$ cat src/hdl/lsu_pkg.sv
package lsu_pkg;

    localparam int DATA_W = 32;
    localparam int BYTES = DATA_W / 8;
    localparam int OFS_W = $clog2(BYTES);

    // byte, half and word accesses only
    typedef enum logic [1:0] {
        SIZE_B = 2'b00,
        SIZE_H = 2'b01,
        SIZE_W = 2'b10
    } size_e;

    typedef enum logic {
        OP_LOAD = 1'b0,
        OP_STORE = 1'b1
    } op_e;

    // misaligned load / store
    typedef enum logic [1:0] {
        EXC_NONE = 2'b00,
        EXC_LAM = 2'b01,
        EXC_SAM = 2'b10
    } exc_e;

endpackage
$ cat src/hdl/lsu_if.sv
`timescale 1ns/100ps

// registered request from agu to data ram
interface mem_req_if
    import lsu_pkg::*;
#(
    parameter int ADDR_W = 6
) ();

    logic valid;
    op_e op;
    logic [ADDR_W-1:0] addr;
    size_e size;
    logic uext;
    logic [BYTES-1:0] mask;
    logic [DATA_W-1:0] wdata;
    exc_e exc;

    modport agu (output valid, op, addr, size, uext, mask, wdata, exc);
    modport ram (input valid, op, addr, size, uext, mask, wdata, exc);

endinterface

// ram read word plus the fields the formatter needs
interface ram_rsp_if
    import lsu_pkg::*;
#(
    parameter int ADDR_W = 6
) ();

    logic valid;
    op_e op;
    logic [ADDR_W-1:0] addr;
    logic [OFS_W-1:0] offset;
    size_e size;
    logic uext;
    exc_e exc;
    logic [DATA_W-1:0] rdata;

    modport ram (output valid, op, addr, offset, size, uext, exc, rdata);
    modport fmt (input valid, op, addr, offset, size, uext, exc, rdata);

endinterface

$ cat src/hdl/lsu_top.sv
`timescale 1ns/100ps

module lsu_top
    import lsu_pkg::*;
#(
    parameter int ADDR_W = 6
) (
    input logic clk,
    input logic rst,
    input logic req_valid_i,
    input op_e req_op_i,
    input size_e req_size_i,
    input logic req_uext_i,
    input logic [DATA_W-1:0] base_i,
    input logic [DATA_W-1:0] imm_i,
    input logic [DATA_W-1:0] wdata_i,
    input logic exc_clr_i,
    output logic wb_valid_o,
    output op_e wb_op_o,
    output exc_e wb_exc_o,
    output logic [DATA_W-1:0] wb_data_o,
    output logic exc_valid_o,
    output logic [ADDR_W-1:0] exc_vaddr_o
);

    mem_req_if #(.ADDR_W(ADDR_W)) req_if ();
    ram_rsp_if #(.ADDR_W(ADDR_W)) rsp_if ();

    lsu_agu #(
        .ADDR_W(ADDR_W)
    ) i_lsu_agu (
        .clk(clk),
        .rst(rst),
        .req_valid_i(req_valid_i),
        .req_op_i(req_op_i),
        .req_size_i(req_size_i),
        .req_uext_i(req_uext_i),
        .base_i(base_i),
        .imm_i(imm_i),
        .wdata_i(wdata_i),
        .req(req_if.agu)
    );

    lsu_data_ram #(
        .ADDR_W(ADDR_W)
    ) i_lsu_data_ram (
        .clk(clk),
        .rst(rst),
        .req(req_if.ram),
        .rsp(rsp_if.ram)
    );

    lsu_load_format #(
        .ADDR_W(ADDR_W)
    ) i_lsu_load_format (
        .clk(clk),
        .rst(rst),
        .rsp(rsp_if.fmt),
        .exc_clr_i(exc_clr_i),
        .wb_valid_o(wb_valid_o),
        .wb_op_o(wb_op_o),
        .wb_exc_o(wb_exc_o),
        .wb_data_o(wb_data_o),
        .exc_valid_o(exc_valid_o),
        .exc_vaddr_o(exc_vaddr_o)
    );

endmodule

$ cat src/hdl/lsu_load_format.sv
`timescale 1ns/100ps

module lsu_load_format
    import lsu_pkg::*;
#(
    parameter int ADDR_W = 6
) (
    input logic clk,
    input logic rst,
    ram_rsp_if.fmt rsp,
    input logic exc_clr_i,
    output logic wb_valid_o,
    output op_e wb_op_o,
    output exc_e wb_exc_o,
    output logic [DATA_W-1:0] wb_data_o,
    output logic exc_valid_o,
    output logic [ADDR_W-1:0] exc_vaddr_o
);

    logic [DATA_W-1:0] shifted;
    logic [DATA_W-1:0] load_data;
    logic has_exc;
    logic wb_data_en;
    logic exc_capture;

    // bring the addressed byte down to lane 0
    assign shifted = rsp.rdata >> {rsp.offset, 3'b000};

    always_comb begin
        case (rsp.size)
            SIZE_B: begin
                load_data = {{(DATA_W-8){~rsp.uext & shifted[7]}}, shifted[7:0]};
            end
            SIZE_H: begin
                load_data = {{(DATA_W-16){~rsp.uext & shifted[15]}}, shifted[15:0]};
            end
            default: begin
                load_data = shifted;
            end
        endcase
    end

    assign has_exc = (rsp.exc != EXC_NONE);
    assign wb_data_en = (rsp.op == OP_LOAD) && !has_exc;

    // only the first fault is kept until software clears it
    assign exc_capture = rsp.valid && has_exc && !exc_valid_o;

    always_ff @(posedge clk or negedge rst) begin
        if (!rst) begin
            wb_valid_o <= 1'b0;
            wb_op_o <= OP_LOAD;
            wb_exc_o <= EXC_NONE;
            wb_data_o <= '0;
        end else begin
            wb_valid_o <= rsp.valid;
            if (rsp.valid) begin
                wb_op_o <= rsp.op;
                wb_exc_o <= rsp.exc;
                wb_data_o <= wb_data_en ? load_data : '0;
            end else begin
                wb_exc_o <= EXC_NONE;
                wb_data_o <= '0;
            end
        end
    end

    always_ff @(posedge clk or negedge rst) begin
        if (!rst) begin
            exc_valid_o <= 1'b0;
            exc_vaddr_o <= '0;
        end else if (exc_clr_i) begin
            exc_valid_o <= 1'b0;
        end else if (exc_capture) begin
            exc_valid_o <= 1'b1;
            exc_vaddr_o <= rsp.addr;
        end
    end

endmodule

$ cat src/hdl/lsu_data_ram.sv
`timescale 1ns/100ps

module lsu_data_ram
    import lsu_pkg::*;
#(
    parameter int ADDR_W = 6
) (
    input logic clk,
    input logic rst,
    mem_req_if.ram req,
    ram_rsp_if.ram rsp
);

    localparam int WORDS = 2 ** (ADDR_W - OFS_W);

    logic [DATA_W-1:0] mem [WORDS];
    logic [ADDR_W-OFS_W-1:0] word_idx;
    logic wr_en;

    assign word_idx = req.addr[ADDR_W-1:OFS_W];

    // mask is already zero for misaligned stores
    assign wr_en = req.valid && (req.op == OP_STORE);

    // read returns the old word so a store only shows in later loads
    always_ff @(posedge clk) begin
        if (wr_en) begin
            for (int i = 0; i < BYTES; i++) begin
                if (req.mask[i]) begin
                    mem[word_idx][8*i +: 8] <= req.wdata[8*i +: 8];
                end
            end
        end
        if (req.valid) begin
            rsp.rdata <= mem[word_idx];
        end
    end

    always_ff @(posedge clk or negedge rst) begin
        if (!rst) begin
            rsp.valid <= 1'b0;
        end else begin
            rsp.valid <= req.valid;
        end
    end

    // fields carried along for the formatter
    always_ff @(posedge clk) begin
        rsp.op <= req.op;
        rsp.addr <= req.addr;
        rsp.offset <= req.addr[OFS_W-1:0];
        rsp.size <= req.size;
        rsp.uext <= req.uext;
        rsp.exc <= req.exc;
    end

endmodule

$ cat src/hdl/lsu_agu.sv
`timescale 1ns/100ps

module lsu_agu
    import lsu_pkg::*;
#(
    parameter int ADDR_W = 6
) (
    input logic clk,
    input logic rst,
    input logic req_valid_i,
    input op_e req_op_i,
    input size_e req_size_i,
    input logic req_uext_i,
    input logic [DATA_W-1:0] base_i,
    input logic [DATA_W-1:0] imm_i,
    input logic [DATA_W-1:0] wdata_i,
    mem_req_if.agu req
);

    logic [DATA_W-1:0] sum;
    logic [ADDR_W-1:0] addr;
    logic [OFS_W-1:0] ofs;
    logic misalign;
    logic [BYTES-1:0] mask_base;
    logic [BYTES-1:0] mask;
    exc_e exc;
    logic [OFS_W-1:0] lane_src;
    logic [DATA_W-1:0] wdata_rot;

    // wraps at the top of the address range
    assign sum = base_i + imm_i;
    assign addr = sum[ADDR_W-1:0];
    assign ofs = addr[OFS_W-1:0];

    always_comb begin
        case (req_size_i)
            SIZE_H: begin
                misalign = ofs[0];
                mask_base = BYTES'(4'b0011);
            end
            SIZE_W: begin
                misalign = |ofs;
                mask_base = '1;
            end
            default: begin
                misalign = 1'b0;
                mask_base = BYTES'(4'b0001);
            end
        endcase
    end

    // a misaligned access touches no byte
    assign mask = misalign ? '0 : mask_base << ofs;

    always_comb begin
        if (!misalign) begin
            exc = EXC_NONE;
        end else if (req_op_i == OP_LOAD) begin
            exc = EXC_LAM;
        end else begin
            exc = EXC_SAM;
        end
    end

    // low store bytes move up into the lanes picked by the mask
    always_comb begin
        lane_src = '0;
        for (int i = 0; i < BYTES; i++) begin
            lane_src = OFS_W'(i) - ofs;
            wdata_rot[8*i +: 8] = wdata_i[8*lane_src +: 8];
        end
    end

    always_ff @(posedge clk or negedge rst) begin
        if (!rst) begin
            req.valid <= 1'b0;
        end else begin
            req.valid <= req_valid_i;
        end
    end

    always_ff @(posedge clk) begin
        req.op <= req_op_i;
        req.addr <= addr;
        req.size <= req_size_i;
        req.uext <= req_uext_i;
        req.mask <= mask;
        req.wdata <= wdata_rot;
        req.exc <= exc;
    end

endmodule

$ cat config.mk
export PLATFORM = sky130hd
export DESIGN_NAME = lsu_top
export DESIGN_NICKNAME = d
export VERILOG_FILES = /design/src/hdl/lsu_pkg.sv /design/src/hdl/lsu_if.sv /design/src/hdl/lsu_top.sv /design/src/hdl/lsu_load_format.sv /design/src/hdl/lsu_data_ram.sv /design/src/hdl/lsu_agu.sv
export SDC_FILE = /design/constraint.sdc
export NUM_CORES = 1
export LEC_CHECK = 0
export BUFFER_PORTS_ARGS = -buffer_cell sky130_fd_sc_hd__buf_2
export CORE_ASPECT_RATIO = 0.7
export CORE_MARGIN = 8
export CORE_UTILIZATION = 51
export CTS_CLUSTER_SIZE = 25
export DETAILED_ROUTE_END_ITERATION = 12
export GPL_TIMING_DRIVEN = 0
export PLACE_DENSITY = 0.68
export SYNTH_ARGS = -nofsm -noshare
export SYNTH_HDL_FRONTEND = slang
export SYNTH_HIERARCHICAL = 1
export SYNTH_SLANG_ARGS = --single-unit
$ cat constraint.sdc
create_clock -name clk -period 2.5 [get_ports clk]
set_input_delay 0.25 -clock clk [delete_from_list [all_inputs] [get_ports clk]]
set_output_delay 0.25 -clock clk [all_outputs]
set_load 0.01 [all_outputs]
==> metrics.cfg, run 1 <==
[outcome]
status=finished with violations
violations=setup timing

[synthesis]
yosysTopAreaCellShare_pct=65.8
synth_ff_type=edfxtp_1
synth.largest_area_cell=edfxtp_1
syn_area_um2=24800
synth-edff-count=544
synth-async-reset-ratio_pct=6.93
synth.distinct_cells=46
synth_cells=1226
post-synth-top-count-cell=edfxtp_1
yosysWarnings=6
synthesis.nets=1340
postSynthAreaPerCell_um2=20.2
synth_seq_area_share_pct=75.2
synth_common_cells=edfxtp_1, mux4_2, nor2_1
synthTopCellsByArea=edfxtp_1, mux4_2, dfxtp_1
ys_seq_elements=649

[die]
io_pins=147
start_util_pct=51.8
die_height_um=201
die_width_um=280
rows=67
core_region_area_um2=48000
die_area_um2=56100

[sta]
layout_setup_ws_ns=-0.0469
fmax_mhz=393
fin_crit_sh_pct=102
slew_headroom_pct=38.1
finalMaxSlewViolations=0
min_period_ns=2.55
worstMarginPinSlew_ns=0.929
finalSetupViolations=85
skew_ns=0.0280
hold_violations=0

[clock_tree]
clockBufferDepth=3
cts_tree=done
clock-sinks=649
numCtsBuffers=57
cts.reportedPaths.clkPinSlew_ns=0.06
cts_max_level=2
cts.root.buffer_cell=clkbuf_16
clkLatencyLatePin_ns=0.61

[global_routing]
first_global_vias=12900
grt_max_degree=46
grt.overflow.total=0
antenna_found_initial=1
grtUsageTotal_pct=21.2
grt_first_pass_wirelength_um=87600

[hold_path]
worstHoldEndpoint=i_lsu_agu/req.wdata[17]
hp-class=input port to flip-flop
hold_depth=2
worstHoldStart=wdata_i[17]

[detailed_routing]
drt-vias-per-instance=6.07
drt_first_iter_violations=1704
vias=13000
drc=0
first_pass_iters=7
detail-route-antenna-nets=0
wl_um=60500
wl_per_cell_um=28.3

[setup_path]
critical_path_arrival_ns=2.84
r2r_start=i_lsu_agu/req.addr[5]
rrSetupSlack_ns=-0.05
r2r-end=i_lsu_data_ram/mem[8][16]
worstPathMaxFanout=10
required_ns=2.79
crit_type=flip-flop to flip-flop
cp-start-kind=flip-flop
r2r_cells=7
crit_path_end_kind=flip-flop

[pwr]
p_leak_nw=10.0
peakVddDrop_v=0.000564
power_per_cell_area_nw_per_um2=911
power.total_w=0.0269

[placement]
gp_congestion=0.856
dp_hpwl_um=40300
portBuffers=94

[finish]
final_nets=1545
final_layout_size_suffix_gt1_share_pct=34.6
synthToLayoutAreaGrowth_pct=19.2
antenna_cells=0
post-route-util_pct=61.7

[job]
maxCapViolations=0

## sequential cells by signal, summed over array words and instances, names as in the netlist, 2 cells and up
name,cells
i_lsu_agu/req.size,2
i_lsu_data_ram/mem,512
i_lsu_data_ram/rsp.addr,5
i_lsu_load_format/wb_exc_o,2
i_lsu_data_ram/rsp.exc,2
i_lsu_load_format/exc_vaddr_o,6
i_lsu_data_ram/rsp.size,2
i_lsu_data_ram/rsp.rdata,32
i_lsu_agu/req.addr,6
i_lsu_agu/req.wdata,32
i_lsu_agu/req.exc,2
i_lsu_load_format/wb_data_o,32
i_lsu_agu/req.mask,4
## area by class of cell
type / count / area [um^2]
fill: 3343 / 18400
multi-input combinational: 493 / 6320
clock buffer: 77 / 1570
tap: 655 / 820
sequential: 649 / 18700
buffer: 73 / 448
clock inverter: 31 / 479
inverter: 10 / 37.5
timing repair buffer: 147 / 1240
## per-stage QoR
stage / area [um^2] / setup slack (ns) / hold slack, ns / TNS [ns] / instances
after floorplan: 24800 / 0.0569 / -0.0456 / 0 / 1226
after global placement: 26100 / -1.17 / 0.311 / -462.93 / 1975
after detailed placement: 26200 / -1.19 / 0.314 / -286.01 / 1976
after CTS: 29200 / -0.323 / 0.00114 / -24.12 / 2125
after global routing: 29600 / -0.0684 / 0.0137 / -4.55 / 2135
final: 29600 / -0.0469 / 0.0239 / -1.79 / 2135
## logic make-up after synthesis
family	share of synthesized area [%]
adder cells (fa/ha/maj)	0.534
multiplexers	15.7
AND/OR/NAND/NOR	3.01
buffers and inverters	1.78
flip-flops	75.2
AO/OA/AOI/OAI	3.61
XOR/XNOR	0.176
## cell usage in the layout (no fill, tap or decap), drive strengths merged, types with 14 or more instances in the layout
cell | Yosys | layout
nand2 | 47 | 47
clkinv | 0 | 16
dfrtp | 45 | 45
mux2i | 16 | 16
a22oi | 64 | 64
dfxtp | 60 | 60
edfxtp | 544 | 544
a21oi | 14 | 14
mux4 | 160 | 160
dlygate4sd3 | 0 | 30
a211oi | 15 | 15
buf | 43 | 158
clkbuf | 31 | 109
nor2 | 74 | 74
o21ai | 17 | 17
## per-layer routing
layer	share of wire, %	track usage, %
met1	44	32.5
met2	42	29.3
met3	11	6.61
met4	2.5	5.51
met5	0.028	0
## critical path, cell delays in order, from the launching register on
cell,delay (ns)
dfxtp_1,0.44
clkbuf_4,0.32
nor2b_1,0.21
buf_2,0.31
buf_2,0.35
nand2_2,0.24
nor2_4,0.21
buf_12,0.16
## report_power, final
| group | switching (W) | internal [W] | leakage (nW) |
|---|---|---|---|
| Sequential | 0.000743 | 0.0127 | 6.03 |
| Combinational | 0.00231 | 0.00155 | 2.98 |
| Clock | 0.00383 | 0.00575 | 1.00 |
| Total | 0.00688 | 0.0201 | 10.0 |
## repair_timing
action / CTS / global route
hold buffers: 30 / 0
gates resized for setup: 133 / 61
endpoints found under the setup margin: 529 / 459
buffers inserted: 11 / 11
pin swaps: 9 / 13
endpoints found under the hold margin: 63 / 0
## worst max path at each step
stage / from / end / slack (ns) / cells past startpoint
final: i_lsu_agu/req.addr[5] / i_lsu_data_ram/mem[8][16] / -0.05 / 7
after global routing: i_lsu_agu/req.addr[5] / i_lsu_data_ram/mem[9][2] / -0.07 / 6
after CTS: i_lsu_agu/req.addr[5] / i_lsu_data_ram/mem[13][15] / -0.32 / 5
after detailed placement: i_lsu_agu/req.addr[4] / i_lsu_data_ram/mem[2][29] / -1.19 / 5
after global placement: i_lsu_agu/req.addr[4] / i_lsu_data_ram/mem[2][24] / -1.17 / 5
after floorplan: i_lsu_agu/req.valid / i_lsu_data_ram/mem[10][16] / 0.06 / 3
No activity file was read; power rests on OpenSTA's default activity.
==> inputs of run 2 (changes only) <==
Settings changed: REMOVE_ABC_BUFFERS set to 1.
==> metrics.cfg, run 2 (synthesis results as in run 1) <==
[global_routing]
grt.overflow.total=0  ; unchanged
grt_first_pass_wirelength_um=80800  ; -7.8%
grtUsageTotal_pct=19.2  ; -2.0 points
antenna_found_initial=5  ; +4
grt_max_degree=65  ; +41%
first_global_vias=12300  ; -4.7%

[sta]
layout_setup_ws_ns=-0.0483  ; -0.00141 ns
fin_crit_sh_pct=102  ; about the same
fmax_mhz=392  ; about the same
worstMarginPinSlew_ns=0.983  ; +0.0538 ns
slew_headroom_pct=34.5  ; -3.6 points
rsz0062_at_grt=yes
finalMaxSlewViolations=0  ; unchanged
tns_ns=-0.824  ; +0.969 ns
min_period_ns=2.55  ; +0.00141 ns
hold_violations=0  ; unchanged
finalSetupViolations=32  ; -62%
whs_ns=0.0220  ; -0.00192 ns
skew_ns=0.0164  ; -0.0116 ns

[detailed_routing]
wl_um=55000  ; -9.1%
vias=12500  ; -3.8%
drc=0  ; unchanged
drt-vias-per-instance=6.01  ; -0.97%
drt_first_iter_violations=1314  ; -23%
detail-route-antenna-nets=0  ; unchanged
wl_per_cell_um=26.5  ; -6.4%
first_pass_iters=5  ; -2

[clock_tree]
cts.reportedPaths.clkPinSlew_ns=0.06  ; about the same
cts.root.buffer_cell=clkbuf_16
cts_max_level=2  ; unchanged
cts_tree=done
numCtsBuffers=57  ; unchanged
clockBufferDepth=3  ; unchanged
clock-sinks=649  ; unchanged
clkLatencyLatePin_ns=0.60  ; about the same

[finish]
final_cell_mix=edfxtp_1, mux4_2, buf_2
final_common_cell=edfxtp_1
synthToLayoutAreaGrowth_pct=16.8
antenna_cells=0  ; unchanged
fin_area_um2=29000  ; -2.0%
final_nets=1484  ; -3.9%
fin_cells=2074  ; -2.9%
largest_reg_flops=512  ; unchanged
final_layout_size_suffix_gt1_share_pct=33.0  ; -1.6 points
top_register=i_lsu_data_ram/mem

[die]
core_region_area_um2=48000  ; unchanged
rows=67  ; unchanged
die_area_um2=56100  ; unchanged
io_pins=147  ; unchanged
die_width_um=280  ; unchanged
die_height_um=201  ; unchanged
start_util_pct=51.8  ; unchanged

[outcome]
violations=setup timing
status=finished with violations

[setup_path]
crit_type=flip-flop to flip-flop
cp-start-kind=flip-flop
worstPathMaxFanout=64  ; +54
critical_path_arrival_ns=2.78  ; -0.06 ns
crit_path_end_kind=flip-flop
required_ns=2.73  ; -0.06 ns

[pwr]
peakVddDrop_v=0.000599  ; +6.1%
power_per_cell_area_nw_per_um2=884  ; -3.0%
p_leak_nw=9.74  ; -2.7%

[placement]
dp_hpwl_um=35400  ; -12%
portBuffers=94  ; unchanged
dpl.cell_count=1915  ; -3.1%
gp_congestion=0.802  ; -6.3%
post_dp_cell_area_um2=26000  ; -0.44%

[hold_path]
hp-class=input port to flip-flop

[job]
maxCapViolations=0  ; unchanged

==> run 2: cell types whose count changed in the layout (fill, tap and decap cells not counted), moves of 9 or more <==
cell and delta:
buf_12 -12, buf_2 -20, bufinv_16 -12, clkbuf_1 -22, clkbuf_2 -9, dlygate4sd3_1 +9, nor2_2 +19, nor2_4 -19
==> run 2: worst paths after layout <==
path / start / endpoint / slack, ns / cells after the start
worst max-delay path: i_lsu_agu/req.addr[3] / i_lsu_data_ram/mem[2][21] / -0.05 / 4
worst min-delay path: wdata_i[13] / i_lsu_agu/req.wdata[5] / 0.02 / 2
worst max register to register: i_lsu_agu/req.addr[3] / i_lsu_data_ram/mem[2][21] / -0.05 / 4
worst min register to register: i_lsu_agu/req.size[1] / i_lsu_data_ram/rsp.size[1] / 0.33 / 0
max in group asynchronous: rst / i_lsu_agu/req.valid / 1.43 / 2
min in group asynchronous: rst / i_lsu_load_format/wb_data_o[27] / 0.37 / 2
==> run 2: area by class of cell <==
cell class	count	area, um^2
Tap cell	655	820
Multi-Input combinational cell	493	6230
Clock buffer	80	1690
Sequential cell	649	18700
Timing Repair Buffer	159	1370
Fill cell	3389	19000
Inverter	10	37.5
Clock inverter	28	155
==> run 2: stage by stage <==
stage / setup WS [ns] / utilization, % / total power (W)
3_3_place_gp: -9.55 / 53.6 / 0.0172
5_1_grt: -0.120 / 60.4 / 0.0265
6_report: -0.0483 / 60.4 / 0.0256
4_1_cts: 0.0142 / 60.3 / 0.0258
2_1_floorplan: -4.73 / - / 0.0157
3_5_place_dp: -1.30 / 54.3 / 0.0171
==> run 2: repair_timing <==
item	CTS	global route
setup buffers	9	3
gates resized for setup	125	5
hold buffers	39	0
hold endpoints to repair	66	0
setup endpoints to repair	572	104
pin swaps	4	2
==> run 2: worst max-delay path, stage by stage, from the launching register on <==
cell	delay, ns
dfxtp_4	0.55
buf_16	0.35
nor2b_1	0.38
nand2_1	0.32
nor2_2	0.52
==> run 2: power breakdown <==
| part | total (W) | internal (W) | switching (W) |
|---|---|---|---|
| clock network | 0.00854 | 0.00479 | 0.00375 |
| logic | 0.00352 | 0.00158 | 0.00194 |
| registers | 0.0136 | 0.0128 | 0.000804 |
==> run 2: layer usage <==
| layer | part of all wire [%] | up-vias | global-route usage (%) |
|---|---|---|---|
| met5 | 0 | - | 0 |
| met4 | 1.7 | 0 | 3.94 |
| met3 | 8.7 | 72 | 4.45 |
| met2 | 45 | 561 | 27.8 |
| met1 | 45 | 6555 | 29.8 |
| li1 | - | 5281 | - |
